### config.mk
export PLATFORM = sky130hd
export DESIGN_NAME = mac_csr
export DESIGN_NICKNAME = d
export VERILOG_FILES = /design/src/hw/eth_regs_pkg.sv /design/src/hw/eth_tx_pkg.sv /design/src/hw/mac_csr.sv
export SDC_FILE = /design/constraint.sdc
export NUM_CORES = 1
export LEC_CHECK = 0
export BUFFER_PORTS_ARGS = -buffer_cell sky130_fd_sc_hd__buf_2
export CAP_MARGIN = 20
export CORE_UTILIZATION = 50
export CTS_CLUSTER_DIAMETER = 150
export CTS_CLUSTER_SIZE = 10
export DETAILED_ROUTE_END_ITERATION = 10
export PLACE_DENSITY = 0.77
export SLEW_MARGIN = 20
export SYNTH_ARGS = -nofsm -noshare
export SYNTH_HDL_FRONTEND = slang
export SYNTH_SLANG_ARGS = --single-unit
export TNS_END_PERCENT = 50
### constraint.sdc
create_clock -name s_axi_aclk -period 1.7 [get_ports s_axi_aclk]
set_clock_uncertainty 0.15 [all_clocks]
set_input_delay 0.51 -clock s_axi_aclk [delete_from_list [all_inputs] [get_ports s_axi_aclk]]
set_output_delay 0.51 -clock s_axi_aclk [all_outputs]
set_load 0.02 [all_outputs]
### src/hw/eth_regs_pkg.sv
// ======================================
// Ethernet MAC host register map
// Word address views and host request types
// ======================================
package eth_regs_pkg;

  // Register indices within the CSR region
  localparam logic [4:0] REG_SCRATCH0  = 5'd0;
  localparam logic [4:0] REG_SCRATCH1  = 5'd1;
  localparam logic [4:0] REG_SCRATCH2  = 5'd2;
  localparam logic [4:0] REG_SCRATCH3  = 5'd3;
  localparam logic [4:0] REG_TX_LEN0   = 5'd8;
  localparam logic [4:0] REG_TX_STAT0  = 5'd9;
  localparam logic [4:0] REG_TX_LEN1   = 5'd10;
  localparam logic [4:0] REG_TX_STAT1  = 5'd11;
  localparam logic [4:0] REG_INTR_EN   = 5'd14;
  localparam logic [4:0] REG_INTR_STAT = 5'd15;

  // Top two bits of the word address
  localparam logic [1:0] REGION_CSR   = 2'd0;
  localparam logic [1:0] REGION_TXRAM = 2'd1;

  typedef struct packed {
    logic [1:0] region;
    logic [4:0] unused;
    logic [4:0] index;
  } csr_addr_t;

  typedef struct packed {
    logic [1:0] region;
    logic [9:0] word;
  } ram_addr_t;

  // Same 12-bit word address, seen as a register or a RAM word
  typedef union packed {
    csr_addr_t csr;
    ram_addr_t ram;
  } word_addr_u;

  typedef struct packed {
    logic        rd;
    logic        wr;
    word_addr_u  addr;
    logic [31:0] wdata;
  } reg_req_t;

  typedef struct packed {
    logic        rd_done;
    logic [31:0] rdata;
  } reg_rsp_t;

endpackage

### src/hw/eth_tx_pkg.sv
// ======================================
// Transmit side types
// Engine control, events and RAM ports
// ======================================
package eth_tx_pkg;

  typedef struct packed {
    logic [1:0]  go;
    logic [10:0] len0;
    logic [10:0] len1;
  } tx_ctrl_t;

  typedef struct packed {
    logic done;
    logic buf_sel;
  } tx_evt_t;

  typedef struct packed {
    logic        en;
    logic [9:0]  addr;
    logic [31:0] data;
  } ram_wr_t;

  typedef struct packed {
    logic       en;
    logic [9:0] addr;
  } ram_rd_t;

  typedef enum logic [1:0] {
    IDLE,
    DATA,
    DONE,
    IFG
  } tx_state_e;

endpackage

### src/hw/mac_csr.sv
// ======================================
// MAC register bank
// Scratch, transmit control, interrupt
// state and host access to the frame RAM
// ======================================
`timescale 1ns/1ps

module mac_csr #(
  parameter int DATA_W = 32
) (
  input  logic                    s_axi_aclk,
  input  logic                    s_axi_aresetn,
  input  eth_regs_pkg::reg_req_t  req_i,
  output eth_regs_pkg::reg_rsp_t  rsp_o,
  output eth_tx_pkg::ram_wr_t     ram_wr_o,
  output eth_tx_pkg::ram_rd_t     ram_rd_o,
  input  logic [DATA_W-1:0]       ram_rdata_i,
  output eth_tx_pkg::tx_ctrl_t    tx_ctrl_o,
  input  eth_tx_pkg::tx_evt_t     tx_evt_i,
  output logic                    eth_irq_o
);
  import eth_regs_pkg::*;
  import eth_tx_pkg::*;

  logic [4:0]  idx;
  logic        csr_hit;
  logic        ram_hit;
  logic        wr_csr;
  logic [1:0]  go_set;
  logic [1:0]  go_clr;
  logic [31:0] scratch_q [4];
  tx_ctrl_t    ctrl_q;
  logic        intr_en_q;
  logic        intr_stat_q;
  logic [31:0] csr_rdata;
  logic [31:0] rd_csr_q;
  logic        rd_done_q;
  logic        rd_ram_q;

  // ======================================
  // Address decode
  // ======================================
  assign idx     = req_i.addr.csr.index;
  assign csr_hit = (req_i.addr.csr.region == REGION_CSR) && (req_i.addr.csr.unused == '0);
  assign ram_hit = (req_i.addr.ram.region == REGION_TXRAM);
  assign wr_csr  = req_i.wr && csr_hit;

  assign ram_wr_o.en   = req_i.wr && ram_hit;
  assign ram_wr_o.addr = req_i.addr.ram.word;
  assign ram_wr_o.data = req_i.wdata;
  assign ram_rd_o.en   = req_i.rd && ram_hit;
  assign ram_rd_o.addr = req_i.addr.ram.word;

  // Host sets go, the engine clears it at end of frame
  assign go_set[0] = wr_csr && (idx == REG_TX_STAT0) && req_i.wdata[0];
  assign go_set[1] = wr_csr && (idx == REG_TX_STAT1) && req_i.wdata[0];
  assign go_clr    = {2{tx_evt_i.done}} & {tx_evt_i.buf_sel, !tx_evt_i.buf_sel};

  always_ff @(posedge s_axi_aclk or negedge s_axi_aresetn) begin
    if (!s_axi_aresetn) begin
      for (int i = 0; i < 4; i++) begin
        scratch_q[i] <= '0;
      end
      ctrl_q      <= '0;
      intr_en_q   <= 1'b0;
      intr_stat_q <= 1'b0;
      rd_done_q   <= 1'b0;
      rd_ram_q    <= 1'b0;
    end else begin
      if (wr_csr) begin
        case (idx)
          REG_SCRATCH0: scratch_q[0] <= req_i.wdata;
          REG_SCRATCH1: scratch_q[1] <= req_i.wdata;
          REG_SCRATCH2: scratch_q[2] <= req_i.wdata;
          REG_SCRATCH3: scratch_q[3] <= req_i.wdata;
          REG_TX_LEN0:  ctrl_q.len0  <= req_i.wdata[10:0];
          REG_TX_LEN1:  ctrl_q.len1  <= req_i.wdata[10:0];
          REG_INTR_EN:  intr_en_q    <= req_i.wdata[0];
          default: ;
        endcase
      end

      ctrl_q.go <= (ctrl_q.go & ~go_clr) | go_set;

      // Write 1 to clear
      if (wr_csr && (idx == REG_INTR_STAT) && req_i.wdata[0]) begin
        intr_stat_q <= 1'b0;
      end else if (tx_evt_i.done) begin
        intr_stat_q <= 1'b1;
      end

      rd_done_q <= req_i.rd;
      rd_ram_q  <= req_i.rd && ram_hit;
    end
  end

  // ======================================
  // Read data
  // ======================================
  always_comb begin
    csr_rdata = '0;
    if (csr_hit) begin
      case (idx)
        REG_SCRATCH0:  csr_rdata = scratch_q[0];
        REG_SCRATCH1:  csr_rdata = scratch_q[1];
        REG_SCRATCH2:  csr_rdata = scratch_q[2];
        REG_SCRATCH3:  csr_rdata = scratch_q[3];
        REG_TX_LEN0:   csr_rdata = {21'b0, ctrl_q.len0};
        REG_TX_STAT0:  csr_rdata = {31'b0, ctrl_q.go[0]};
        REG_TX_LEN1:   csr_rdata = {21'b0, ctrl_q.len1};
        REG_TX_STAT1:  csr_rdata = {31'b0, ctrl_q.go[1]};
        REG_INTR_EN:   csr_rdata = {31'b0, intr_en_q};
        REG_INTR_STAT: csr_rdata = {31'b0, intr_stat_q};
        default:       csr_rdata = '0;
      endcase
    end
  end

  // Register value held so it lines up with the RAM read
  always_ff @(posedge s_axi_aclk) begin
    if (req_i.rd) begin
      rd_csr_q <= csr_rdata;
    end
  end

  assign rsp_o.rd_done = rd_done_q;
  assign rsp_o.rdata   = rd_ram_q ? ram_rdata_i : rd_csr_q;

  assign tx_ctrl_o = ctrl_q;
  assign eth_irq_o = intr_en_q & intr_stat_q;

endmodule

==> qor.log <==
qor: synth.synth-simple-area-share 5.12%
qor: global_routing.globalRouteTotalUtil 26.0%
qor: min_path.timing.hold.worst.class input port to flop
qor: synth.synth_sequential_area_ratio 53.8%
qor: global_routing.first_global_vias 6426
qor: detailed_routing.met2RoutedLength 12.1 mm
qor: global_routing.grt_overflow_total 0
qor: cells_and_area.final_net_count 962
qor: run_status.status complete, but fails checks
qor: pwr.power.density_cell_area 780 nW/um^2
qor: detailed_routing.dr.pass1.iters 5
qor: clock_network.clk_transition_reported_paths 70 ps
qor: detailed_routing.routed_via_density 5.74
qor: global_routing.grt_max_degree 36
qor: min_path.min_to tx_ctrl_o[22]
qor: detailed_routing.dr.first_iter.drc_count 419
qor: timing.worst-slew-pin-transition 448 ps
qor: clock_network.clock_tree.buffer_depth 2
qor: synth.synthArstFlopShare 83.0%
qor: worst_setup_path.worstPathRequired 1040 ps
qor: detailed_routing.drc 0
qor: timing.period_needed 2210 ps
qor: min_path.startpoint_of_the_worst_hold_path tx_evt_i[0]
qor: worst_setup_path.cp.arrival 1550 ps
qor: floorplanning.vertical_die_dimension 136 um
qor: floorplanning.rows 48
qor: timing.timing.max_slew.rel_slack 70.1%
qor: place.post-place-ws -749 ps
qor: synth.postSynth.topFlopCell sky130_fd_sc_hd__dfrtp_1
qor: synth.synth_adder_area_share 0%
qor: timing.finalMaxSlewViolations 0
qor: place.postPlaceCellArea 10500 um^2
qor: worst_setup_path.path_class flop to primary output
qor: run_status.failed_checks negative setup slack
qor: synth.synthesis_warning_total 0
qor: pwr.ir_worst_vdd 0.000901 V
qor: worst_setup_path.worst-r2r-setup-slack 30 ps
qor: floorplanning.initial_utilization 51.7%
qor: clock_network.cts_buffers 17
qor: worst_setup_path.crit_path_cell_trace buf_12, mux2_2, buf_4
qor: floorplanning.die_area 18600 um^2
qor: timing.grt_setup_unrepaired yes
qor: worst_setup_path.cpLargestDelayFamily flip-flops
qor: detailed_routing.wl_met3 1.40 mm
qor: timing.setup_ws -508 ps
qor: clock_network.clock_insertion_delay_worst_skew 440 ps
qor: timing.finalHoldViolCount 0
qor: synth.main_combinational_cell_family_by_area_after_synthesis multiplexers
qor: clock_network.htreeDepth 4
qor: floorplanning.die-width 136 um
qor: synth.synth_fp_nets 744
qor: min_path.worst_hold_path.num_cells 3
qor: worst_setup_path.reg2reg_from tx_ctrl_o[4]
qor: clock_network.cts-root-buf sky130_fd_sc_hd__clkbuf_16
qor: clock_network.clock_tree_from_tritoncts done
qor: cells_and_area.area.growth.synth_to_final 31.4%
qor: detailed_routing.detail_route.wl_per_cell 21.7 um
qor: synth.synth_seq_cells 188
qor: floorplanning.io_pins 194
qor: place.port_buffers 193
qor: synth.synth_xor_area_share 0%
qor: synth.yosys-mux-area-fraction 28.9%
qor: run.cap_violations 0
qor: synth.synth_cell_type_count 43
qor: synth.synthCells 662
qor: worst_setup_path.worst_r2r_path_depth 3
qor: place.globalplace.congestion 0.821
qor: synth.synth_edf_count 32
qor: clock_network.cts_num_sinks 188
qor: global_routing.initial_antenna_violation_count 0
qor: worst_setup_path.crit_path_top_delay_cell sky130_fd_sc_hd__dfrtp_2
qor: timing.final-setup-viol-count 216
qor: global_routing.global_route_wire_length_before_repair 35.7 mm
qor: cells_and_area.drive_gt1_share 60.7%
qor: detailed_routing.drt.antenna.violating_nets 0
qor: worst_setup_path.regToRegEndpoint rd_csr_q[4]
qor: synth.synth_area 9040 um^2
qor: worst_setup_path.timing.critical_path.from_type flop
qor: detailed_routing.via_count 6421
qor: detailed_routing.met1_length 10.3 mm
qor: detailed_routing.highest_layer met4
qor: timing.timing.final.crit_share 130%
qor: cells_and_area.fin_area 11900 um^2
qor: timing.fmax 453 MHz
qor: detailed_routing.routed_wl 24.3 mm
qor: place.dp.final_hpwl 14.5 mm
qor: worst_setup_path.worst-path-max-fanout 26
qor: cells_and_area.final_standard_cell_utilization_of_the_core 67.9%
qor: synth.synth-compound-area-share 4.90%
qor: worst_setup_path.cp_slowest_stage_delay 390 ps
qor: worst_setup_path.worst_setup_path_end_kind primary output
qor: floorplanning.core 17500 um^2
qor: worst_setup_path.critical_path.n_buffers_inverters 2
qor: pwr.power.static_leakage 5.82 nW
qor: synth.syn_area_per_cell 13.7 um^2
cell usage after synthesis (3+ instances only):
cell	count	area, um^2
sky130_fd_sc_hd__nor3_1	3	15.0
sky130_fd_sc_hd__edfxtp_1	32	961
sky130_fd_sc_hd__dfrtp_1	156	3900
sky130_fd_sc_hd__nor4_1	3	18.8
sky130_fd_sc_hd__a22oi_1	8	60.1
sky130_fd_sc_hd__inv_1	3	11.3
sky130_fd_sc_hd__o22ai_1	5	31.3
sky130_fd_sc_hd__mux2i_1	33	330
sky130_fd_sc_hd__a22o_1	5	43.8
sky130_fd_sc_hd__buf_4	60	450
sky130_fd_sc_hd__buf_2	12	60.1
sky130_fd_sc_hd__mux2_4	30	450
sky130_fd_sc_hd__a21oi_1	12	60.1
sky130_fd_sc_hd__nand2_1	8	30.0
sky130_fd_sc_hd__buf_1	4	15.0
sky130_fd_sc_hd__clkbuf_1	11	41.3
sky130_fd_sc_hd__mux2_2	157	1770
sky130_fd_sc_hd__nor2_1	51	191
sky130_fd_sc_hd__a221oi_1	23	201
sky130_fd_sc_hd__buf_6	6	67.6
sky130_fd_sc_hd__o21ai_0	4	20.0
sky130_fd_sc_hd__and2_1	3	18.8
sky130_fd_sc_hd__nand3_1	3	15.0
sky130_fd_sc_hd__mux2_1	6	67.6
area by class of cell:
cell class,count,area (um^2)
Timing Repair Buffer,292,2170
Antenna cell,1,2.50
Tap cell,225,282
Inverter,3,11.3
Clock inverter,6,65.1
Multi-Input combinational cell,378,4010
Clock buffer,26,469
Sequential cell,188,4870
Fill cell,1162,5600
per-stage QoR:
stage | TNS, ps | total power [mW] | instances | hold WS (ps)
2_1_floorplan | -102240 | 5.15 | 662 | 64.4
3_3_place_gp | -107700 | 5.54 | 1058 | 280
3_5_place_dp | -114390 | 5.55 | 1058 | 281
4_1_cts | -38040 | 9.23 | 1109 | 179
5_1_grt | -56060 | 9.53 | 1118 | 197
6_report | -49480 | 9.26 | 1119 | 187
sequential cells by signal (all words and copies together) (netlist names):
| signal | flops |
|---|---|
| rd_ram_q | 1 |
| rd_csr_q | 32 |
| intr_en_q | 1 |
| tx_ctrl_o | 24 |
| scratch_q | 128 |
| rd_done_q | 1 |
| intr_stat_q | 1 |
power breakdown:
part | switching [mW] | internal, mW
Sequential | 0.0196 | 4.62
Combinational | 0.529 | 0.364
Clock | 1.67 | 2.06
Total | 2.22 | 7.04
worst max path at each step:
stage,start,to,slack (ps),cells past startpoint
after floorplan,req_i[34],scratch_q[10],-610,6
after global placement,req_i[37],scratch_q[2],-680,7
after detailed placement,req_i[42],scratch_q[5],-750,7
after CTS,rd_ram_q,rsp_o[25],-520,3
after global routing,rd_ram_q,rsp_o[29],-560,3
final,rd_ram_q,rsp_o[1],-510,3
placed cells by master, fill, tap and decap left out, types with 4 or more instances in the layout:
master	netlist	final
sky130_fd_sc_hd__o21ai_0	4	4
sky130_fd_sc_hd__a22o_1	5	5
sky130_fd_sc_hd__mux2_2	157	85
sky130_fd_sc_hd__a22oi_1	8	6
sky130_fd_sc_hd__a21oi_1	12	9
sky130_fd_sc_hd__buf_2	12	184
sky130_fd_sc_hd__clkbuf_1	11	8
sky130_fd_sc_hd__buf_4	60	60
sky130_fd_sc_hd__clkbuf_16	0	20
sky130_fd_sc_hd__buf_8	0	8
sky130_fd_sc_hd__buf_16	0	4
sky130_fd_sc_hd__mux2i_1	33	33
sky130_fd_sc_hd__edfxtp_1	32	32
sky130_fd_sc_hd__a221oi_1	23	20
sky130_fd_sc_hd__mux2_4	30	107
sky130_fd_sc_hd__o22ai_2	0	4
sky130_fd_sc_hd__nor2_2	2	4
sky130_fd_sc_hd__buf_6	6	16
sky130_fd_sc_hd__buf_12	0	15
sky130_fd_sc_hd__nor2_1	51	48
sky130_fd_sc_hd__nand2_1	8	7
sky130_fd_sc_hd__dfrtp_1	156	155
layer usage:
| layer | track usage, % | vias to the layer above |
|---|---|---|
| met5 | 0 | - |
| met4 | 9.20 | 0 |
| met3 | 5.00 | 45 |
| met2 | 43.3 | 267 |
| met1 | 33.7 | 3315 |
| li1 | - | 2794 |
logic make-up (layout without fill, tap and decap cells):
kind of cell           after synthesis  after routing
other                                0              1
buffers and inverters               97            327
and+or+nand+nor                     91             92
DFF                                188            188
muxes                              226            226
AOI/OAI and AO/OA                   60             60
worst min-delay path, cell delays in order:
cell,delay [ps]
sky130_fd_sc_hd__buf_2,90
sky130_fd_sc_hd__o21ai_0,60
sky130_fd_sc_hd__o21ai_0,70
timing repair:
action | in CTS | in global routing
setup endpoints to repair | 215 | 219
gates resized for setup | 100 | 42
hold buffers | 1 | 0
endpoints found under the hold margin | 25 | 0
cloned | 8 | 4
setup buffers | 12 | 9
pin swaps | 7 | 20
Note: power is estimated with default switching activity, not from simulation.
