`src/hw/eth_tx_pkg.sv`:
```
// ======================================
// Transmit side types
// Engine control, events and RAM ports
// ======================================
package eth_tx_pkg;

  typedef struct packed {
    logic [1:0]  go;
    logic [10:0] len0;
    logic [10:0] len1;
  } tx_ctrl_t;

  typedef struct packed {
    logic done;
    logic buf_sel;
  } tx_evt_t;

  typedef struct packed {
    logic        en;
    logic [9:0]  addr;
    logic [31:0] data;
  } ram_wr_t;

  typedef struct packed {
    logic       en;
    logic [9:0] addr;
  } ram_rd_t;

  typedef enum logic [1:0] {
    IDLE,
    DATA,
    DONE,
    IFG
  } tx_state_e;

endpackage

```
`src/hw/tx_engine.sv`:
```
// ======================================
// Transmit engine
// Streams a buffer as MII nibbles, then
// holds the inter-frame gap
// ======================================
`timescale 1ns/1ps

module tx_engine #(
  parameter int TX_IFG_CYCLES = 24
) (
  input  logic                  s_axi_aclk,
  input  logic                  s_axi_aresetn,
  input  eth_tx_pkg::tx_ctrl_t  tx_ctrl_i,
  output eth_tx_pkg::tx_evt_t   tx_evt_o,
  output eth_tx_pkg::ram_rd_t   ram_rd_o,
  input  logic [31:0]           ram_rdata_i,
  input  logic                  phy_crs_i,
  output logic                  phy_tx_en_o,
  output logic [3:0]            phy_tx_data_o
);
  import eth_tx_pkg::*;

  localparam int IFG_W = $clog2(TX_IFG_CYCLES + 1);

  tx_state_e        state_q;
  tx_state_e        state_d;
  logic             cur_buf_q;
  logic [11:0]      nib_cnt_q;
  logic [11:0]      nib_last;
  logic [2:0]       nib_lsb_q;
  logic             nib_vld_q;
  logic [IFG_W-1:0] ifg_cnt_q;

  // Two nibbles per byte
  assign nib_last = (cur_buf_q ? {tx_ctrl_i.len1, 1'b0} : {tx_ctrl_i.len0, 1'b0}) - 12'd1;

  always_comb begin
    state_d = state_q;
    case (state_q)
      IDLE: begin
        if ((|tx_ctrl_i.go) && !phy_crs_i) begin
          state_d = DATA;
        end
      end
      DATA: begin
        if (nib_cnt_q == nib_last) begin
          state_d = DONE;
        end
      end
      DONE: state_d = IFG;
      IFG: begin
        if (ifg_cnt_q == IFG_W'(TX_IFG_CYCLES - 1)) begin
          state_d = IDLE;
        end
      end
      default: state_d = IDLE;
    endcase
  end

  always_ff @(posedge s_axi_aclk or negedge s_axi_aresetn) begin
    if (!s_axi_aresetn) begin
      state_q   <= IDLE;
      cur_buf_q <= 1'b0;
      nib_cnt_q <= '0;
      nib_lsb_q <= '0;
      nib_vld_q <= 1'b0;
      ifg_cnt_q <= '0;
    end else begin
      state_q <= state_d;

      // Buffer 0 goes first when both are armed
      if (state_q == IDLE) begin
        cur_buf_q <= !tx_ctrl_i.go[0];
      end

      if (state_q == DATA) begin
        nib_cnt_q <= nib_cnt_q + 12'd1;
      end else begin
        nib_cnt_q <= '0;
      end

      // Follows the word read by one cycle
      nib_lsb_q <= nib_cnt_q[2:0];
      nib_vld_q <= (state_q == DATA);

      if (state_q == IFG) begin
        ifg_cnt_q <= ifg_cnt_q + 1'b1;
      end else begin
        ifg_cnt_q <= '0;
      end
    end
  end

  // ======================================
  // RAM read and MII output
  // ======================================
  assign ram_rd_o.en   = (state_q == DATA);
  assign ram_rd_o.addr = {cur_buf_q, nib_cnt_q[11:3]};

  // Low nibble of each word first
  assign phy_tx_en_o   = nib_vld_q;
  assign phy_tx_data_o = nib_vld_q ? ram_rdata_i[{nib_lsb_q, 2'b00} +: 4] : 4'h0;

  assign tx_evt_o.done    = (state_q == DONE);
  assign tx_evt_o.buf_sel = cur_buf_q;

endmodule

```
`config.mk`:
```
export PLATFORM = sky130hd
export DESIGN_NAME = tx_engine
export DESIGN_NICKNAME = d
export VERILOG_FILES = /design/src/hw/eth_tx_pkg.sv /design/src/hw/tx_engine.sv
export SDC_FILE = /design/constraint.sdc
export NUM_CORES = 1
export LEC_CHECK = 0
export BUFFER_PORTS_ARGS = -buffer_cell sky130_fd_sc_hd__clkbuf_2
export CAP_MARGIN = 20
export CORE_UTILIZATION = 50
export CTS_CLUSTER_SIZE = 25
export DETAILED_ROUTE_END_ITERATION = 6
export PLACE_DENSITY = 0.81
export RECOVER_POWER = 50
export SLEW_MARGIN = 15
export SYNTH_ARGS = -nofsm -noshare
export SYNTH_HDL_FRONTEND = slang
export SYNTH_SLANG_ARGS = --single-unit
export TNS_END_PERCENT = 50
```
`constraint.sdc`:
```
create_clock -name s_axi_aclk -period 3.19 [get_ports s_axi_aclk]
set_clock_uncertainty 0.1 [all_clocks]
set_input_delay 0.638 -clock s_axi_aclk [delete_from_list [all_inputs] [get_ports s_axi_aclk]]
set_output_delay 0.638 -clock s_axi_aclk [all_outputs]
set_load 0.05 [all_outputs]
```
==> impl_results.md, run 1 <==
* Max clock buf depth at 2
* Layout cells sized above 1 at approximately 37%
* Filler cells at 324
* CP Class: register to register
* Crit-path cells: mux2i_1 -> ha_1 -> o211ai_1 -> o31ai_1 -> nand4_1 -> or4_4 -> or3b_1 -> nand3_1
* Count leader, synth: dfrtp_1
* CP required at ~3.3 ns
* Post-Synth Simple-Gate Area at 20.6%
* Leakage dissipation at approximately 1.1 nW
* DRC at 0
* Global-route wire length before repair at 6.93 mm
* Worst Path Buf+Inv at 0
* CP peak stage delay at between 0.5 and 0.6 ns
* Antenna Cells at 0
* Distinct cells, synth at between 40 and 50
* Synth top area cells: dfrtp_1 29%, mux4_2 8.8%, mux2i_1 6.9%, xnor2_1 5.6%, xor2_1 5.6%
* Crit Path Max Fanout at 6
* Post-CTS setup buffer count at 0
* Post-CTS sizing at 0
* # clock sinks at 24
* Total of max-cap violations at 0
* Core area at 3800 sq um
* Pwr dens at roughly 640 nW/um^2
* Initial Util at 53.7%
* Post-synthesis sequential area ratio at about 30%
* Post-synthesis adder-cell area fraction at under 10%
* Layout Utilization at between 60% and 70%
* Unrepaired setup endpoints after global routing: false
* Detailed Route Iter0 Violations at 66
* Seq cells post-synth at 24
* CP arrival at between 3 and 4 ns
* Setup TNS at 0 ns
* Synth top area share at between 20% and 30%
* IO Count at 77
* Post-synth EDFFs at 0
* GRT overflow at 0
* Ys flop type: dfrtp_1
* CP startpoint kind: register
* Largest family of logic cells by synthesized area: simple AND/OR/NAND/NOR gates
* Chip Height at 65.9 microns
* Width of the die at ~66 microns
* Post-synthesis mux area share at roughly 17%
* Antenna violations before repair at 0
* Cell Area, Synth at just over 2000 sq um
* Crit path max-delay family: simple AND/OR/NAND/NOR gates
* Layout area overhead at 18.6%
* Complex-gate fraction of the synthesized area at under 10%
* Post-Synthesis Cells at slightly above 200
* # rows at 22
* Routed WL per cell at roughly 13 microns
* CTS tree: yes
* Hold WC Path Type: register to register
* Nets at 336
* Min cycle time layout at approximately 3 ns
* Placer Congestion at 0.785
* Worst-Margin Slew at 1.23 ns
* CP Capture Type: register
* Detail Placement HPWL at 3.50 mm
* Clock slew at reported path FFs at 0.08 ns
* Syn_area_per_cell at 9.90 sq um
* Final setup viols at 0
* Root buf cell: clkbuf_8
* Achievable clock frequency at between 300 and 400 MHz
* Vias per cell at between 5 and 6
* Final Hold Fails at 0
* Clk_lat worst skew at between 0.2 and 0.3 ns
* Fin crit share at ~94%
* Number of global-route vias before repair at between 1500 and 2000
* Dominant cell type by area after synthesis: dfrtp_1
* DRT antenna net count at 0
* Largest net degree at the start of global routing at 25
* Synth warnings at 0
* Max VDD drop at 0.256 mV
* Synthesized Nets at 272
* 1st-pass router iterations at 4
* Number of port buffers at between 70 and 80
* Total track usage at 20.7%
* Max Slew Vio Count at 0
* CTS H-tree depth at 1
* Slowest CP cell: dfrtp_1
* Commonest cells in the netlist: 24 x dfrtp_1, 18 x nor2_1, 14 x mux2i_1
* Via Count at 1746
* DRT Wirelength at 4.26 mm
* Async SR Flop Fraction at 100%
* CTS Buf Count at 3
* Hold buffers post-CTS at 0
* Run status: complete, no violations
* Die ar. at 4340 sq um
* Relative slew margins at approximately 18%
* Synth Area in XOR/XNOR at 11.2%
[stage by stage]
step	setup WS, ns	hold WS [ns]	std cells	power, mW	instance area [sq um]
after floorplan	0.368	0.242	206	1.21	2040
after global placement	0.198	0.351	313	1.35	2360
after detailed placement	0.0722	0.360	313	1.36	2360
after CTS	0.158	0.275	317	1.57	2420
after global routing	0.00320	0.385	317	1.68	2420
final	0.183	0.365	317	1.56	2420
[state kept, by name, summed over array words and instances, names as in the netlist]
register	count
nib_lsb_q	3
cur_buf_q	1
ifg_cnt_q	5
phy_tx_en_o	1
state_q	2
nib_cnt_q	12
[power by group]
group	total (mW)	leakage [nW]	internal [mW]	switching, mW
registers	0.454	0.325	0.358	0.0961
clock network	0.200	0.0288	0.110	0.0899
logic	0.905	0.785	0.378	0.527
[layer usage]
layer | vias up | GRT usage (%) | routed length [microns]
li1 | 856 | - | -
met1 | 831 | 25.8 | 1870
met2 | 57 | 35.7 | 2100
met4 | 0 | 5.98 | 35
met5 | - | 0 | 0
met3 | 2 | 3.97 | 254
[cell type report]
type                       instances  area, sq um  area share, %
tap                               48         60.1           2.48
sequential                        24          601           24.8
multi-input combinational        156         1280           52.9
timing repair buffer              79          402           16.6
inverter                           6         22.5          0.931
clock buffer                       4         55.1           2.28
[final timing paths]
kind | start | end | slack, ns | depth (start not counted)
worst max-delay path | cur_buf_q | state_q[0] | 0.18 | 8
max in group asynchronous | s_axi_aresetn | nib_cnt_q[6] | 1.75 | 1
worst min-delay path | ifg_cnt_q[0] | ifg_cnt_q[0] | 0.36 | 1
min in group asynchronous | s_axi_aresetn | ifg_cnt_q[3] | 0.51 | 1
worst min register to register | ifg_cnt_q[0] | ifg_cnt_q[0] | 0.36 | 1
worst max register to register | cur_buf_q | state_q[0] | 0.18 | 8
[placed cells by master, fill, tap and decap left out, types with 5 or more instances in the layout]
cell and instances:
inv_1 6, nand2_1 5, nand3_1 13, mux2i_1 13, nor2b_1 5, xor2_1 13, nor2_1 18, dfrtp_1 24
xnor2_1 13, a21oi_1 6, mux4_2 8, o21ai_0 7, clkbuf_2 75, ha_1 7
[cell families after synthesis]
logic type,count (synthesis)
simple gates,71
buf+inv,26
compound gates,28
xor+xnor,26
fa+ha+maj,7
mux,24
flops,24
(Power assumes the default switching activity.)
==> run 2: changes to the inputs <==
--- a/config.mk
+++ b/config.mk
@@ -12,6 +12,7 @@
 export DETAILED_ROUTE_END_ITERATION = 6
 export PLACE_DENSITY = 0.81
 export RECOVER_POWER = 50
+export SETUP_SLACK_MARGIN = 0.3
 export SLEW_MARGIN = 15
 export SYNTH_ARGS = -nofsm -noshare
 export SYNTH_HDL_FRONTEND = slang
==> run 2 against run 1 <==
Net effect: hold slack gained 0.00066 ns; critical path type unchanged; die area is the same; non-clock buffer count grew 2; sequential share of layout area shrank 0.65 points; first-iteration DRC count shrank 26%; via count grew 0.69%; flip-flop and latch count is the same; sequential power is essentially flat; global-route usage is the same; worst setup slack gained 0.22 ns.
==> impl_results.md, run 2 (synthesis gave the netlist of run 1 again) <==
* Pwr dens at 650 nW/um^2
* Max VDD drop at 0.256 mV
* Total of max-cap violations at 0
* CP required at 3.30 ns
* Crit path max-delay family: simple AND/OR/NAND/NOR gates
* Met2 Routed Length at between 2 and 2.5 mm
* # clock sinks at 24
* CP arrival at roughly 2.9 ns
* # rows at 22
* Detail Placement HPWL at 3.50 mm
* Design area at ~2500 sq um
* Die ar. at around 4300 sq um
* CP startpoint kind: register
* Via Count at between 1500 and 2000
* Number of global-route vias before repair at about 1700
* Root buf cell: clkbuf_8
* Total power at between 1.5 and 2 mW
* Max clock buf depth at 2
* Layout area overhead at 22.0%
* Run status: complete, no violations
* DRT Wirelength at roughly 4.3 mm
* Filler cells at a little over 300
* CTS H-tree depth at 1
* Worst-Margin Slew at around 1.2 ns
* Final setup viols at 0
* Setup TNS at 0 ns
* Reg with most FFs: nib_cnt_q
* Top Registers: nib_cnt_q (12), ifg_cnt_q (5), nib_lsb_q (3)
* Routed met1 length at roughly 1.9 mm
* Achievable clock frequency at around 360 MHz
* IO Count at slightly below 80
* Min cycle time layout at roughly 2.8 ns
* Clk_lat worst skew at roughly 0.26 ns
* Nets at approximately 340
* Relative slew margins at a little under a fifth
* CTS tree: yes
* Top Layer Used: met4
* Placed instance area at ~2400 sq um
* Clock slew at reported path FFs at around 0.080 ns
* Placer Congestion at just under 0.8
* Total track usage at 20.7%
* Number of port buffers at 76
* Antenna Cells at 0
* Layout Utilization at between 60% and 70%
* Crit Path Max Fanout at 5
* Leakage dissipation at between 1 and 1.5 nW
* Routed WL per cell at roughly 13 microns
* GRT overflow at 0
* Final Hold Fails at 0
* DRC at 0
* Worst Path Buf+Inv at 1
* Unrepaired setup endpoints after global routing: false
* DRT antenna net count at 0
* Max Slew Vio Count at 0
* Fin Hold WS at roughly 0.37 ns
* Layout cells sized above 1 at around two fifths
* Crit-path cells: mux2i_2 -> ha_4 -> o211ai_1 -> buf_4 -> a2bb2oi_1 -> a22o_1 -> or4_4 -> or3b_1 -> nand3_1
* CP peak stage delay at about 0.47 ns
* Fin crit share at approximately 87%
* Antenna violations before repair at 0
* CP Capture Type: register
* Max FFs per register at 12
* Initial Util at a little over half
* Core area at between 3000 and 4000 sq um
* CTS Buf Count at 3
* Width of the die at 65.9 microns
* Detailed Route Iter0 Violations at between 40 and 50
* Chip Height at approximately 66 microns
* 1st-pass router iterations at 4
* Hold WC Path Type: register to register
* Most frequent cells in the layout: 75 x clkbuf_2, 23 x dfrtp_1, 18 x nor2_1
* CP Class: register to register
* Vias per cell at 5.51
* Slowest CP cell: dfrtp_2
* Met3 WL at about 270 microns
* Most common cell after layout, fill and taps aside: clkbuf_2
* Largest net degree at the start of global routing at 25
* Global-route wire length before repair at 6.95 mm
==> run 2: cell types whose count changed in the layout (fill, tap and decap cells not counted), sizes merged <==
cell / change
buf: +2
==> run 2: area by class of cell <==
cell class	count	area (sq um)	share of cell area, %
Clock buffer	4	55.1	2.21
Timing Repair Buffer	81	420	16.9
Inverter	6	22.5	0.905
Tap cell	48	60.1	2.41
Sequential cell	24	602	24.2
Multi-Input combinational cell	156	1330	53.4
==> run 2: final timing paths <==
kind                                     from           end  slack, ns  depth (start not counted)
worst min-delay path             ifg_cnt_q[0]  ifg_cnt_q[0]       0.37                          1
worst min register to register   ifg_cnt_q[0]  ifg_cnt_q[0]       0.37                          1
worst max register to register      cur_buf_q    state_q[0]       0.40                          9
max in group asynchronous       s_axi_aresetn     cur_buf_q       1.68                          1
min in group asynchronous       s_axi_aresetn  ifg_cnt_q[3]       0.51                          1
worst max-delay path                cur_buf_q    state_q[0]       0.40                          9
==> run 2: worst register-to-register path, cell delays in order, from the launching register on <==
cell and delay [ns]:
dfrtp_2 0.47, mux2i_2 0.37, ha_4 0.22, o211ai_1 0.17, buf_4 0.19, a2bb2oi_1 0.13
a22o_1 0.19, or4_4 0.44, or3b_1 0.36, nand3_1 0.08
==> run 2: metal layers <==
metal	track usage (%)	vias to the layer above
met2	36.0	59
met1	25.5	834
met4	6.25	0
met3	3.97	4
met5	0	-
li1	-	861
==> run 2: what timing repair did <==
item	4_1_cts	5_1_grt
setup endpoints to repair	2	2
gates resized for setup	4	8
pin swaps	0	1
hold buffers	0	0
buffers inserted	0	2
==> run 2: power breakdown <==
part           switching [mW]  leakage (nW)  internal [mW]
Sequential             0.0952         0.324          0.360
Clock                  0.0904        0.0288          0.110
Combinational           0.547         0.795          0.416
Total                   0.732          1.15          0.886
==> run 2: per-stage QoR <==
step	worst slack, ns	std cells
floorplan	0.368	206
global placement	0.198	313
detailed placement	0.0722	313
CTS	0.310	317
global route	0.285	319
finish	0.403	319
==> run 3: changes to the inputs <==
==> constraint.sdc (replaced) <==
create_clock -name s_axi_aclk -period 3 [get_ports s_axi_aclk]
set_clock_uncertainty 0.1 [all_clocks]
set_input_delay 0.6 -clock s_axi_aclk [delete_from_list [all_inputs] [get_ports s_axi_aclk]]
set_output_delay 0.6 -clock s_axi_aclk [all_outputs]
set_load 0.05 [all_outputs]
==> run 3 against run 2 <==
Net effect: total power grew 12%; register-to-register slack worse by 0.12 ns; first-iteration DRC count is 100% higher.
==> impl_results.md, run 3 (synthesis gave the netlist of run 1 again) <==
* Antenna Cells at 0
* Chip Height at 65.9 microns
* Placer Congestion at around 0.8
* GRT overflow at 0
* Placed instance area at roughly 2400 sq um
* Slowest CP cell: or4_4
* CP peak stage delay at 0.52 ns
* Width of the die at ~66 microns
* Placed Instances at between 300 and 400
* Pwr dens at between 700 and 800 nW/um^2
* Max Slew Vio Count at 0
* Total track usage at between 20% and 30%
* Antenna violations before repair at 0
* Layout Utilization at between 60% and 70%
* Number of global-route vias before repair at around 1600
* Number of port buffers at 76
* Nets at around 340
* # clock sinks at 24
* Design area at between 2000 and 3000 sq um
* Clock slew at reported path FFs at 0.08 ns
* Largest net degree at the start of global routing at 25
* Initial Util at ~54%
* # rows at 22
* Total power at 1.81 mW
* CP Class: register to register
* Fin crit share at between 90% and 100%
* Max VDD drop at 0.311 mV
* Leakage dissipation at 1.19 nW
* Global-route wire length before repair at slightly above 7 mm
* Clk_lat worst skew at approximately 0.26 ns
* Most frequent cells in the layout: 75 x clkbuf_2, 23 x dfrtp_1, 18 x nor2_1
* Final Non-Filler Cells at approximately 320
* Worst-Margin Slew at ~1.3 ns
* Top Registers: nib_cnt_q (12), ifg_cnt_q (5), nib_lsb_q (3)
* CTS tree: yes
* Unrepaired setup endpoints after global routing: true
* Final Hold Fails at 0
* Final setup viols at 0
* Worst Path Buf+Inv at 1
* Met1 Use GR at 27.8%
* IO Count at 77
* Run status: complete, no violations
* Via Count at approximately 1800
* Most common cell after layout, fill and taps aside: clkbuf_2
* Max FFs per register at 12
* Achievable clock frequency at around 370 MHz
* Detail Placement HPWL at roughly 3.6 mm
* Layer with the highest usage: met2
* Min cycle time layout at approximately 2.7 ns
* Fin Hold WS at about 0.37 ns
* Setup WS post-layout at around 0.28 ns
* Root buf cell: clkbuf_8
* CP arrival at ~2.8 ns
* Detailed Route Iter0 Violations at 100
* Die ar. at 4340 sq um
* DRC at 0
* 1st-pass router iterations at 4
* DRT antenna net count at 0
* Total of max-cap violations at 0
* Crit Path Max Fanout at 6
* Crit path max-delay family: simple AND/OR/NAND/NOR gates
* CTS Buf Count at 3
* Max clock buf depth at 2
* Setup WS pre-CTS at 0.104 ns
* Routed WL per cell at 14.2 microns
* CTS H-tree depth at 1
* DRT Wirelength at 4.59 mm
* Crit-path cells: buf_12 -> mux2i_4 -> ha_4 -> o211ai_1 -> o31ai_1 -> nand4_1 -> or4_4 -> or3b_1 -> nand3_1
* Relative slew margins at between 10% and 20%
* Core area at 3800 sq um
* Setup TNS at 0 ns
* Layout cells sized above 1 at 40.6%
* CP startpoint kind: register
* GR Layer Usage met2 at between 30 and 40%
* CP required at 3.10 ns
* Layout area overhead at 25.0%
* Hold WC Path Type: register to register
* CP Capture Type: register
* Vias per cell at roughly 5.6
* Met3 Track Usage GR at roughly 2.6%
* Reg with most FFs: nib_cnt_q
## run 3: layout make-up
cell class | instances | area (sq um)
Clock buffer | 4 | 55.1
Fill cell | 313 | 1250
Inverter | 6 | 22.5
Multi-Input combinational cell | 156 | 1350
Sequential cell | 24 | 602
Tap cell | 48 | 60.1
Timing Repair Buffer | 86 | 464
## run 3: per-layer routing
metal  vias to the layer above  wire [microns]  share of wire [%]
li1                        871               -                  -
met1                       888            1940                 42
met2                        67            2360                 51
met3                         2             263                5.7
met4                         0              27               0.59
met5                         -               0                  0
## run 3: worst paths after layout
path / slack (ns) / depth (start not counted) / endpoint / startpoint
min reg2reg: 0.37 / 1 / ifg_cnt_q[0] / ifg_cnt_q[0]
max: 0.28 / 9 / state_q[0] / cur_buf_q
min: 0.37 / 1 / ifg_cnt_q[0] / ifg_cnt_q[0]
max in group asynchronous: 1.49 / 1 / cur_buf_q / s_axi_aresetn
max reg2reg: 0.28 / 9 / state_q[0] / cur_buf_q
min in group asynchronous: 0.48 / 1 / ifg_cnt_q[2] / s_axi_aresetn
## run 3: repair_timing
| action | 4_1_cts | 5_1_grt |
|---|---|---|
| hold endpoints to repair | 0 | 0 |
| setup buffers | 3 | 2 |
| resized for setup | 3 | 4 |
| pin swaps | 1 | 6 |
| endpoints found under the setup margin | 2 | 6 |
| hold buffers | 0 | 0 |
## run 3: where the power goes
| part | total [mW] | switching (mW) | internal [mW] | leakage [nW] |
|---|---|---|---|---|
| registers | 0.476 | 0.0937 | 0.383 | 0.324 |
| clock network | 0.219 | 0.101 | 0.117 | 0.0288 |
| logic | 1.12 | 0.619 | 0.498 | 0.834 |
