<file path="config.mk">
export PLATFORM = sky130hd
export DESIGN_NAME = axil_slave
export DESIGN_NICKNAME = d
export VERILOG_FILES = /design/src/hw/eth_regs_pkg.sv /design/src/hw/axil_slave.sv
export SDC_FILE = /design/constraint.sdc
export NUM_CORES = 1
export LEC_CHECK = 0
export ABC_AREA = 1
export BUFFER_PORTS_ARGS = -buffer_cell sky130_fd_sc_hd__buf_2
export CAP_MARGIN = 0
export CORE_ASPECT_RATIO = 1.1
export CORE_MARGIN = 5
export CORE_UTILIZATION = 42
export CTS_CLUSTER_SIZE = 30
export DETAILED_ROUTE_END_ITERATION = 10
export PLACE_DENSITY = 0.86
export SLEW_MARGIN = 30
export SYNTH_ARGS = -nofsm -noshare
export SYNTH_HDL_FRONTEND = slang
export SYNTH_SLANG_ARGS = --single-unit
</file>
<file path="constraint.sdc">
create_clock -name s_axi_aclk -period 3 [get_ports s_axi_aclk]
set_clock_uncertainty 0.1 [all_clocks]
set_input_delay 0.3 -clock s_axi_aclk [delete_from_list [all_inputs] [get_ports s_axi_aclk]]
set_output_delay 0.3 -clock s_axi_aclk [all_outputs]
set_load 0.005 [all_outputs]
</file>
<file path="src/hw/eth_regs_pkg.sv">
// ======================================
// Ethernet MAC host register map
// Word address views and host request types
// ======================================
package eth_regs_pkg;

  // Register indices within the CSR region
  localparam logic [4:0] REG_SCRATCH0  = 5'd0;
  localparam logic [4:0] REG_SCRATCH1  = 5'd1;
  localparam logic [4:0] REG_SCRATCH2  = 5'd2;
  localparam logic [4:0] REG_SCRATCH3  = 5'd3;
  localparam logic [4:0] REG_TX_LEN0   = 5'd8;
  localparam logic [4:0] REG_TX_STAT0  = 5'd9;
  localparam logic [4:0] REG_TX_LEN1   = 5'd10;
  localparam logic [4:0] REG_TX_STAT1  = 5'd11;
  localparam logic [4:0] REG_INTR_EN   = 5'd14;
  localparam logic [4:0] REG_INTR_STAT = 5'd15;

  // Top two bits of the word address
  localparam logic [1:0] REGION_CSR   = 2'd0;
  localparam logic [1:0] REGION_TXRAM = 2'd1;

  typedef struct packed {
    logic [1:0] region;
    logic [4:0] unused;
    logic [4:0] index;
  } csr_addr_t;

  typedef struct packed {
    logic [1:0] region;
    logic [9:0] word;
  } ram_addr_t;

  // Same 12-bit word address, seen as a register or a RAM word
  typedef union packed {
    csr_addr_t csr;
    ram_addr_t ram;
  } word_addr_u;

  typedef struct packed {
    logic        rd;
    logic        wr;
    word_addr_u  addr;
    logic [31:0] wdata;
  } reg_req_t;

  typedef struct packed {
    logic        rd_done;
    logic [31:0] rdata;
  } reg_rsp_t;

endpackage

</file>
<file path="src/hw/axil_slave.sv">
// ======================================
// AXI4-Lite slave
// Turns bus transfers into single-cycle
// register requests
// ======================================
`timescale 1ns/1ps

module axil_slave (
  input  logic                    s_axi_aclk,
  input  logic                    s_axi_aresetn,
  input  logic [13:0]             s_axi_awaddr_i,
  input  logic                    s_axi_awvalid_i,
  output logic                    s_axi_awready_o,
  input  logic [31:0]             s_axi_wdata_i,
  input  logic [3:0]              s_axi_wstrb_i,
  input  logic                    s_axi_wvalid_i,
  output logic                    s_axi_wready_o,
  output logic [1:0]              s_axi_bresp_o,
  output logic                    s_axi_bvalid_o,
  input  logic                    s_axi_bready_i,
  input  logic [13:0]             s_axi_araddr_i,
  input  logic                    s_axi_arvalid_i,
  output logic                    s_axi_arready_o,
  output logic [31:0]             s_axi_rdata_o,
  output logic [1:0]              s_axi_rresp_o,
  output logic                    s_axi_rvalid_o,
  input  logic                    s_axi_rready_i,
  output eth_regs_pkg::reg_req_t  req_o,
  input  eth_regs_pkg::reg_rsp_t  rsp_i
);
  import eth_regs_pkg::*;

  typedef enum logic [1:0] {WR_IDLE, WR_DATA, WR_REQ, WR_RESP} wr_state_e;
  typedef enum logic [1:0] {RD_IDLE, RD_REQ, RD_RESP} rd_state_e;

  wr_state_e   wr_state_q;
  rd_state_e   rd_state_q;
  word_addr_u  waddr_q;
  word_addr_u  raddr_q;
  logic [31:0] wdata_q;
  logic [3:0]  wstrb_q;
  logic        wr_issue;
  logic        rd_issue;

  assign s_axi_awready_o = (wr_state_q == WR_IDLE);
  assign s_axi_wready_o  = (wr_state_q == WR_IDLE) || (wr_state_q == WR_DATA);
  assign s_axi_arready_o = (rd_state_q == RD_IDLE);
  assign s_axi_bresp_o   = 2'b00;
  assign s_axi_rresp_o   = 2'b00;

  // Write wins when both sides want the request port
  assign wr_issue = (wr_state_q == WR_REQ);
  assign rd_issue = (rd_state_q == RD_REQ) && !wr_issue;

  // ======================================
  // Write channel
  // ======================================
  always_ff @(posedge s_axi_aclk or negedge s_axi_aresetn) begin
    if (!s_axi_aresetn) begin
      wr_state_q     <= WR_IDLE;
      s_axi_bvalid_o <= 1'b0;
    end else begin
      case (wr_state_q)
        WR_IDLE: begin
          if (s_axi_awvalid_i) begin
            wr_state_q <= s_axi_wvalid_i ? WR_REQ : WR_DATA;
          end
        end
        WR_DATA: begin
          if (s_axi_wvalid_i) begin
            wr_state_q <= WR_REQ;
          end
        end
        WR_REQ: wr_state_q <= WR_RESP;
        WR_RESP: begin
          if (!s_axi_bvalid_o) begin
            s_axi_bvalid_o <= 1'b1;
          end else if (s_axi_bready_i) begin
            s_axi_bvalid_o <= 1'b0;
            wr_state_q     <= WR_IDLE;
          end
        end
        default: wr_state_q <= WR_IDLE;
      endcase
    end
  end

  // ======================================
  // Read channel
  // ======================================
  always_ff @(posedge s_axi_aclk or negedge s_axi_aresetn) begin
    if (!s_axi_aresetn) begin
      rd_state_q     <= RD_IDLE;
      s_axi_rvalid_o <= 1'b0;
    end else begin
      case (rd_state_q)
        RD_IDLE: begin
          if (s_axi_arvalid_i) begin
            rd_state_q <= RD_REQ;
          end
        end
        RD_REQ: begin
          if (rd_issue) begin
            rd_state_q <= RD_RESP;
          end
        end
        RD_RESP: begin
          if (rsp_i.rd_done) begin
            s_axi_rvalid_o <= 1'b1;
          end else if (s_axi_rvalid_o && s_axi_rready_i) begin
            s_axi_rvalid_o <= 1'b0;
            rd_state_q     <= RD_IDLE;
          end
        end
        default: rd_state_q <= RD_IDLE;
      endcase
    end
  end

  // Address, data and read data capture
  always_ff @(posedge s_axi_aclk) begin
    if (s_axi_awready_o && s_axi_awvalid_i) begin
      waddr_q <= s_axi_awaddr_i[13:2];
    end
    if (s_axi_wvalid_i &&
        ((wr_state_q == WR_DATA) || (wr_state_q == WR_IDLE && s_axi_awvalid_i))) begin
      wdata_q <= s_axi_wdata_i;
      wstrb_q <= s_axi_wstrb_i;
    end
    if (s_axi_arready_o && s_axi_arvalid_i) begin
      raddr_q <= s_axi_araddr_i[13:2];
    end
    if ((rd_state_q == RD_RESP) && rsp_i.rd_done) begin
      s_axi_rdata_o <= rsp_i.rdata;
    end
  end

  // Registered request, one cycle per transfer
  // A write with no strobes set changes nothing
  always_ff @(posedge s_axi_aclk or negedge s_axi_aresetn) begin
    if (!s_axi_aresetn) begin
      req_o <= '0;
    end else begin
      req_o.wr    <= wr_issue && (wstrb_q != 4'h0);
      req_o.rd    <= rd_issue;
      req_o.addr  <= wr_issue ? waddr_q : raddr_q;
      req_o.wdata <= wdata_q;
    end
  end

endmodule

</file>
==> reports/qor_table.md, run 1 <==
| Group | Item | This run |
| --- | --- | --- |
| logic synthesis | Sequential cell area fraction in the yosys report | 89.7% |
| floorplanning | Floorplan Core Area | 10500 um^2 |
| pwr | Peak VDD IR | 0.000438 V |
| logic synthesis | Top cells by area, synth | sky130_fd_sc_hd__edfxtp_1 61%, sky130_fd_sc_hd__dfrtp_1 29%, sky130_fd_sc_hd__nand2_1 4.9% |
| sta | Slew margin rel. | 58.4% |
| clock tree | Source-to-sink clock delay at the later pin of the worst-skew pair | 410 ps |
| routing | Total vias in the final route | 3033 |
| hold path | Hold wc startpoint | rsp_i[32] |
| pwr | Total power after layout | 5890 uW |
| routing | Pre-antenna DRT Iters | 4 |
| hold path | Class of the tightest hold or removal check | input port to register |
| cells and area | Synth-to-Final Area Change | 57.8% |
| floorplanning | Total Die Area | 13000 um^2 |
| logic synthesis | Ys Warns | 0 |
| placement | Total half-perimeter wirelength after legalization and detailed placement | 7000 um |
| routing | DRT antenna net count | 0 |
| pwr | Power per cell area | 824 nW/um^2 |
| clock tree | Clock transition at the register clock pins on the worst setup and hold paths after CTS | 60 ps |
| sta | Post-route clock period utilization | 75.4% |
| global routing | First-pass GRT wire length | 17400 um |
| cells and area | FILL cells | 689 |
| global routing | All-Layer GR Usage | 18.2% |
| worst setup path | Endpoint of the most critical register-to-register path | wdata_q[0] |
| worst setup path | Flop2flop setup slack | 740 ps |
| worst setup path | Slowest CP cell | sky130_fd_sc_hd__dfrtp_1 |
| global routing | Number of antenna violations at the first check in global routing | 1 |
| logic synthesis | Most instantiated library cell after synthesis | sky130_fd_sc_hd__edfxtp_1 |
| worst setup path | Arrival time at the worst endpoint | 2210 ps |
| sta | Fmax | 442 MHz |
| routing | Remaining routing DRC violations | 0 |
| sta | Max-slew violation count | 0 |
| clock tree | Cell at the root of the clock tree | sky130_fd_sc_hd__clkbuf_16 |
| cells and area | FF+latch area | 4060 um^2 |
| worst setup path | Critical path, cell by cell | inv_1 > ha_1 > nand2_1 > inv_1 > buf_4 > nor2_1 > nor2_4 > buf_4 |
| logic synthesis | Count of mapped cells out of synthesis | 245 |
| logic synthesis | Register bit count reported by yosys | 144 |
| clock tree | TritonCTS clock tree | done |
| worst setup path | R2R depth | 8 |
| sta | Final hold violation count | 0 |
| floorplanning | IO Count | 191 |
| logic synthesis | Number of enable-type register cells in the synthesized netlist | 92 |
| logic synthesis | Proportion of synthesized flip-flops having asynchronous set or reset | 36.1% |
| worst setup path | Startpoint-to-endpoint class of the critical path | register to register |
| floorplanning | Die H | 119 um |
| logic synthesis | Cell variety after synth | 15 |
| worst setup path | Startpoint type of the worst setup path | register |
| pwr | Static power due to leakage | 0.00322 uW |
| worst setup path | Nature of the critical path endpoint | register |
| routing | Avg WL per Cell | 16.4 um |
| logic synthesis | Fraction of post-synthesis cell area in the top cell type by area | 61.0% |
| status | Outcome | completed |
| worst setup path | Critical R2R Launch | wr_state_q[1] |
| logic synthesis | Synthesized area per cell | 18.5 um^2 |
| cells and area | Area taken by multi-input logic gates | 384 um^2 |
| clock tree | Count of H-tree levels built during CTS | 4 |
| hold path | Cell depth of the worst hold path | 3 |
| placement | Placed insts | 572 |
| logic synthesis | Cell type with the highest aggregate area in the netlist | sky130_fd_sc_hd__edfxtp_1 |
| floorplanning | Rows | 39 |
| clock tree | TritonCTS buffer count | 17 |
| sta | Final setup viols | 0 |
| placement | Last weighted congestion value of the routability-driven placer | 0.748 |
| floorplanning | Die width | 109 um |
| sta | Worst-Margin Slew | 625 ps |
| cells and area | Post-route insts no fill | 698 |
| global routing | Pin count of the biggest net entering global routing | 37 |
| run | Number of maximum-capacitance constraint violations | 0 |
| placement | I/O Buffers | 182 |
| cells and area | Ratio of cells with drive above 1 in the final layout | 40.3% |
| logic synthesis | Total standard cell area after synthesis | 4530 um^2 |
| clock tree | Buffer levels on the longest clock path | 2 |
| floorplanning | Starting Density | 43.2% |
| hold path | Hold Path End | s_axi_rvalid_o |
| sta | Unrepaired setup endpoints after global routing | false |
| sta | Sum Neg Setup Slack | 0 ps |
| routing | Routed wire length | 11500 um |
| clock tree | # clock sinks | 144 |
| logic synthesis | Top flip-flop cell by instance count after synthesis | sky130_fd_sc_hd__edfxtp_1 |
| sta | Final min period | 2260 ps |
| routing | Ratio of routed vias to standard cells | 4.35 |
| cells and area | Nets | 650 |
| global routing | Number of global-route vias before repair | 3362 |
| logic synthesis | Most common library cells after synthesis | 92 x sky130_fd_sc_hd__edfxtp_1, 59 x sky130_fd_sc_hd__nand2_1, 52 x sky130_fd_sc_hd__dfrtp_1 |
| global routing | Total global routing overflow | 0 |
| worst setup path | Data required time of the critical path | 2940 ps |
| worst setup path | Slowest cell delay on critical path | 420 ps |
| routing | Iter 0 DRT Violations | 111 |
| worst setup path | Maximum fanout encountered on the critical timing path | 36 |
-- critical path: cells and delay by family, from the launching register on --
kind | cells | cell delay [ps]
buffers and inverters | 4 | 790
flip-flops | 1 | 420
adder cells (fa/ha/maj) | 1 | 310
AND/OR/NAND/NOR | 3 | 250
-- registers in the layout (all words and copies together), names as in the netlist --
signal and flops:
s_axi_rvalid_o 1, raddr_q 12, rd_state_q 2, wdata_q 32
s_axi_bvalid_o 1, wr_state_q 2, wstrb_q 4, req_o 46
waddr_q 12, s_axi_rdata_o 32
-- repair_timing --
item | in CTS | in global routing
hold endpoints to repair | 115 | 0
hold buffers | 93 | 0
gates resized for setup | 0 | 0
buffers inserted | 0 | 0
setup endpoints to repair | 0 | 0
-- per-layer routing --
metal | track usage [%] | part of all wire [%]
met5 | 0 | 0
met1 | 19.5 | 36
met4 | 6.71 | 2.3
met2 | 32.3 | 54
met3 | 6.66 | 8.1
-- placed cells by master, fill, tap and decap left out, types with 6 or more instances in the layout --
| cell | n |
|---|---|
| sky130_fd_sc_hd__buf_2 | 182 |
| sky130_fd_sc_hd__edfxtp_1 | 92 |
| sky130_fd_sc_hd__clkbuf_16 | 17 |
| sky130_fd_sc_hd__nor2_1 | 6 |
| sky130_fd_sc_hd__nand2_1 | 59 |
| sky130_fd_sc_hd__inv_1 | 13 |
| sky130_fd_sc_hd__inv_6 | 6 |
| sky130_fd_sc_hd__dlygate4sd3_1 | 93 |
| sky130_fd_sc_hd__dfrtp_1 | 52 |
-- logic make-up after synthesis --
| group | after synthesis | share of synthesized area [%] |
|---|---|---|
| AND/OR/NAND/NOR | 70 | 5.94 |
| flip-flops | 144 | 89.7 |
| AO/OA/AOI/OAI | 5 | 0.663 |
| other | 1 | 0.0828 |
| buffers and inverters | 20 | 2.24 |
| adder cells (fa/ha/maj) | 5 | 1.38 |
-- power by group --
part	switching, uW	internal (uW)
Combinational	631	446
Sequential	144	2620
Clock	865	1190
Total	1640	4250
-- through the flow --
step           hold WS [ps]  util [%]  instance area, um^2  setup slack, ps
3_3_place_gp            226      53.6                 5630              913
5_1_grt                56.1      68.1                 7150              567
6_report               51.5      68.1                 7150              739
4_1_cts                29.3      68.1                 7150              789
2_1_floorplan         -95.6         -                 4540              367
3_5_place_dp            234      53.6                 5630              804
-- worst max-delay path by stage --
| stage | start | endpoint | slack, ps | depth (start not counted) |
|---|---|---|---|---|
| after floorplan | wr_state_q[0] | wdata_q[0] | 370 | 6 |
| after global placement | wr_state_q[0] | wdata_q[10] | 910 | 8 |
| final | wr_state_q[1] | wdata_q[0] | 740 | 8 |
| after detailed placement | wr_state_q[1] | wdata_q[10] | 800 | 8 |
| after CTS | wr_state_q[1] | wdata_q[0] | 790 | 8 |
| after global routing | wr_state_q[1] | wdata_q[16] | 570 | 8 |
-- cell type report --
| type | instances | area share, % |
|---|---|---|
| Tap cell | 143 | 2.50 |
| Sequential cell | 144 | 56.9 |
| Clock inverter | 15 | 2.26 |
| Multi-Input combinational cell | 84 | 5.37 |
| Timing Repair Buffer | 280 | 26.3 |
| Inverter | 14 | 0.735 |
| Clock buffer | 17 | 5.95 |
| Antenna cell | 1 | 0.0350 |
(Power assumes the default switching activity.)
==> inputs of run 2 (changes only) <==
==> constraint.sdc (replaced) <==
create_clock -name s_axi_aclk -period 1.9 [get_ports s_axi_aclk]
set_clock_uncertainty 0.1 [all_clocks]
set_input_delay 0.19 -clock s_axi_aclk [delete_from_list [all_inputs] [get_ports s_axi_aclk]]
set_output_delay 0.19 -clock s_axi_aclk [all_outputs]
set_load 0.005 [all_outputs]
==> reports/qor_table.md, run 2 (synthesis results as in run 1) <==
| Group | Item | This run |
| --- | --- | --- |
| status | Outcome | completed |
| routing | Metal3 WL | 680 um |
| pwr | Share of total power in sequential cells | 47.1% |
| pwr | Static power due to leakage | 0.00322 uW |
| worst setup path | Nature of the critical path endpoint | output pin |
| sta | Slew margin rel. | 56.5% |
| sta | Post-route clock period utilization | 97.0% |
| routing | Topmost layer with routed signal wires | met4 |
| global routing | All-Layer GR Usage | 17.9% |
| routing | Ratio of routed vias to standard cells | 4.36 |
| routing | Detailed route wirelength on metal2 | 6510 um |
| placement | Total half-perimeter wirelength after legalization and detailed placement | 7180 um |
| floorplanning | Die width | 109 um |
| routing | Avg WL per Cell | 15.9 um |
| routing | Pre-antenna DRT Iters | 4 |
| routing | Iter 0 DRT Violations | 162 |
| global routing | Number of global-route vias before repair | 3335 |
| clock tree | Count of H-tree levels built during CTS | 4 |
| worst setup path | Startpoint type of the worst setup path | register |
| sta | Final hold violation count | 0 |
| worst setup path | Startpoint-to-endpoint class of the critical path | register to output pin |
| run | Number of maximum-capacitance constraint violations | 0 |
| cells and area | FILL cells | 687 |
| worst setup path | Flop2flop setup slack | 150 ps |
| floorplanning | Die H | 119 um |
| worst setup path | Crit path launch | wr_state_q[1] |
| cells and area | FF+latch area | 4060 um^2 |
| global routing | Total global routing overflow | 0 |
| floorplanning | Rows | 39 |
| placement | Placed insts | 573 |
| hold path | Cell depth of the worst hold path | 5 |
| placement | I/O Buffers | 182 |
| clock tree | TritonCTS buffer count | 17 |
| sta | Final min period | 1840 ps |
| cells and area | Largest register FFs | 46 |
| floorplanning | IO Count | 191 |
| placement | Last weighted congestion value of the routability-driven placer | 0.859 |
| sta | Unrepaired setup endpoints after global routing | false |
| sta | Sum Neg Setup Slack | 0 ps |
| clock tree | Clock transition at the register clock pins on the worst setup and hold paths after CTS | 60 ps |
| hold path | Hold wc startpoint | s_axi_wvalid_i |
| cells and area | Most common cell after layout, fill and taps aside | sky130_fd_sc_hd__buf_2 |
| worst setup path | Critical R2R Launch | wr_state_q[1] |
| pwr | Logic pwr share | 19.8% |
| sta | Hold slack final | 54.1 ps |
| routing | DRT antenna net count | 0 |
| clock tree | Post CTS Setup Buffer Count | 0 |
| global routing | Pin count of the biggest net entering global routing | 53 |
| cells and area | Synth-to-Final Area Change | 59.3% |
| sta | Final setup viols | 0 |
| sta | Fmax | 542 MHz |
| routing | Remaining routing DRC violations | 0 |
| pwr | Relative contribution of the clock network to total power | 33.1% |
| routing | Total vias in the final route | 3070 |
| floorplanning | Starting Density | 43.2% |
| routing | Wire length on met1 | 3750 um |
| routing | Routed wire length | 11200 um |
| global routing | First-pass GRT wire length | 16900 um |
| floorplanning | Floorplan Core Area | 10500 um^2 |
| clock tree | Buffer levels on the longest clock path | 2 |
| pwr | P_sw | 2480 uW |
| global routing | Number of antenna violations at the first check in global routing | 1 |
| worst setup path | R2R depth | 7 |
| pwr | Power per cell area | 1280 nW/um^2 |
| sta | Max-slew violation count | 0 |
| clock tree | # clock sinks | 144 |
| clock tree | Cell at the root of the clock tree | sky130_fd_sc_hd__clkbuf_16 |
| pwr | Total power after layout | 9250 uW |
| cells and area | Post-route insts no fill | 704 |
| worst setup path | Arrival time at the worst endpoint | 1550 ps |
| worst setup path | Critical path, cell by cell | inv_2 > ha_4 > or2_2 > buf_2 |
| hold path | Hold Path End | wr_state_q[1] |
| worst setup path | Endpoint of the most critical register-to-register path | wdata_q[25] |
| sta | Worst-Margin Slew | 652 ps |
| pwr | Int Pwr | 6770 uW |
| pwr | Switching power as a share of total power | 26.8% |
| worst setup path | Data required time of the critical path | 1610 ps |
| cells and area | Area taken by multi-input logic gates | 412 um^2 |
| cells and area | Nets | 655 |
| clock tree | TritonCTS clock tree | done |
| worst setup path | Slowest CP cell | sky130_fd_sc_hd__dfrtp_1 |
| cells and area | Highest-count cells in the layout ignoring fill and taps | 182 x sky130_fd_sc_hd__buf_2, 97 x sky130_fd_sc_hd__dlygate4sd3_1, 92 x sky130_fd_sc_hd__edfxtp_1 |
| cells and area | Ratio of cells with drive above 1 in the final layout | 40.6% |
| cells and area | Largest registers ranked by flip-flop count | req_o x46, s_axi_rdata_o x32, wdata_q x32 |
| floorplanning | Total Die Area | 13000 um^2 |
| cells and area | Largest register by flop count | req_o |
| clock tree | Source-to-sink clock delay at the later pin of the worst-skew pair | 410 ps |
| worst setup path | Slowest cell delay on critical path | 430 ps |
| hold path | Class of the tightest hold or removal check | input port to register |
| worst setup path | Maximum fanout encountered on the critical timing path | 7 |
| pwr | Peak VDD IR | 0.000688 V |
run 2: cell types whose count changed in the layout (fill, tap and decap cells not counted), sizes merged:
| cell | change |
|---|---|
| diode | +1 |
| dlygate4sd3 | +4 |
| inv | -8 |
| clkbuf | +3 |
| buf | +1 |
| clkinv | +2 |
| clkinvlp | +3 |
run 2: area by class of cell:
cell class              instances  share of cell area [%]
multi-input cells              84                    5.70
clock buffers                  20                    6.19
diodes                          2                  0.0694
inverters                      14                   0.832
clock inverters                12                    1.53
well taps                     143                    2.48
repair buffers                285                    26.9
flip-flops and latches        144                    56.3
run 2: metrics by stage:
step | worst slack, ps | cell area, um^2 | utilization (%)
after floorplan | -25.9 | 4580 | -
after global placement | 252 | 5680 | 54.2
after detailed placement | 171 | 5680 | 54.2
after CTS | 42.2 | 7210 | 68.7
after global routing | 4.21 | 7210 | 68.8
final | 56.6 | 7220 | 68.8
run 2: per-layer routing:
layer / vias to the layer above / global-route usage, %
li1: 1439 / -
met1: 1488 / 17.5
met2: 122 / 33.2
met3: 21 / 4.92
met4: 0 / 9.55
met5: - / 0
run 2: how the worst max path moves through the flow:
stage,to,cells after the start,slack (ps)
after floorplan,wdata_q[0],6,-30
after global placement,wdata_q[25],7,250
after detailed placement,wdata_q[25],7,170
after CTS,s_axi_wready_o,4,40
after global routing,s_axi_wready_o,4,4
final,s_axi_wready_o,4,60
run 2: repair_timing:
action	CTS	global route
hold buffers	97	0
endpoints found under the hold margin	147	0
resized for setup	0	0
run 2: worst max-delay path: cells and delay by family, from the launching register on:
family                   cells  cell delay [ps]
flip-flops                   1              430
AND/OR/NAND/NOR              1              290
buffers and inverters        2              230
adder cells (fa/ha/maj)      1              200
run 2: power groups by stage:
stage,Combinational [uW],Sequential (uW),Clock [uW]
after floorplan,752,4430,0
after global placement,1570,4360,0
after detailed placement,1660,4400,0
after CTS,1840,4340,3130
after global routing,2030,4420,3260
final,1830,4350,3060
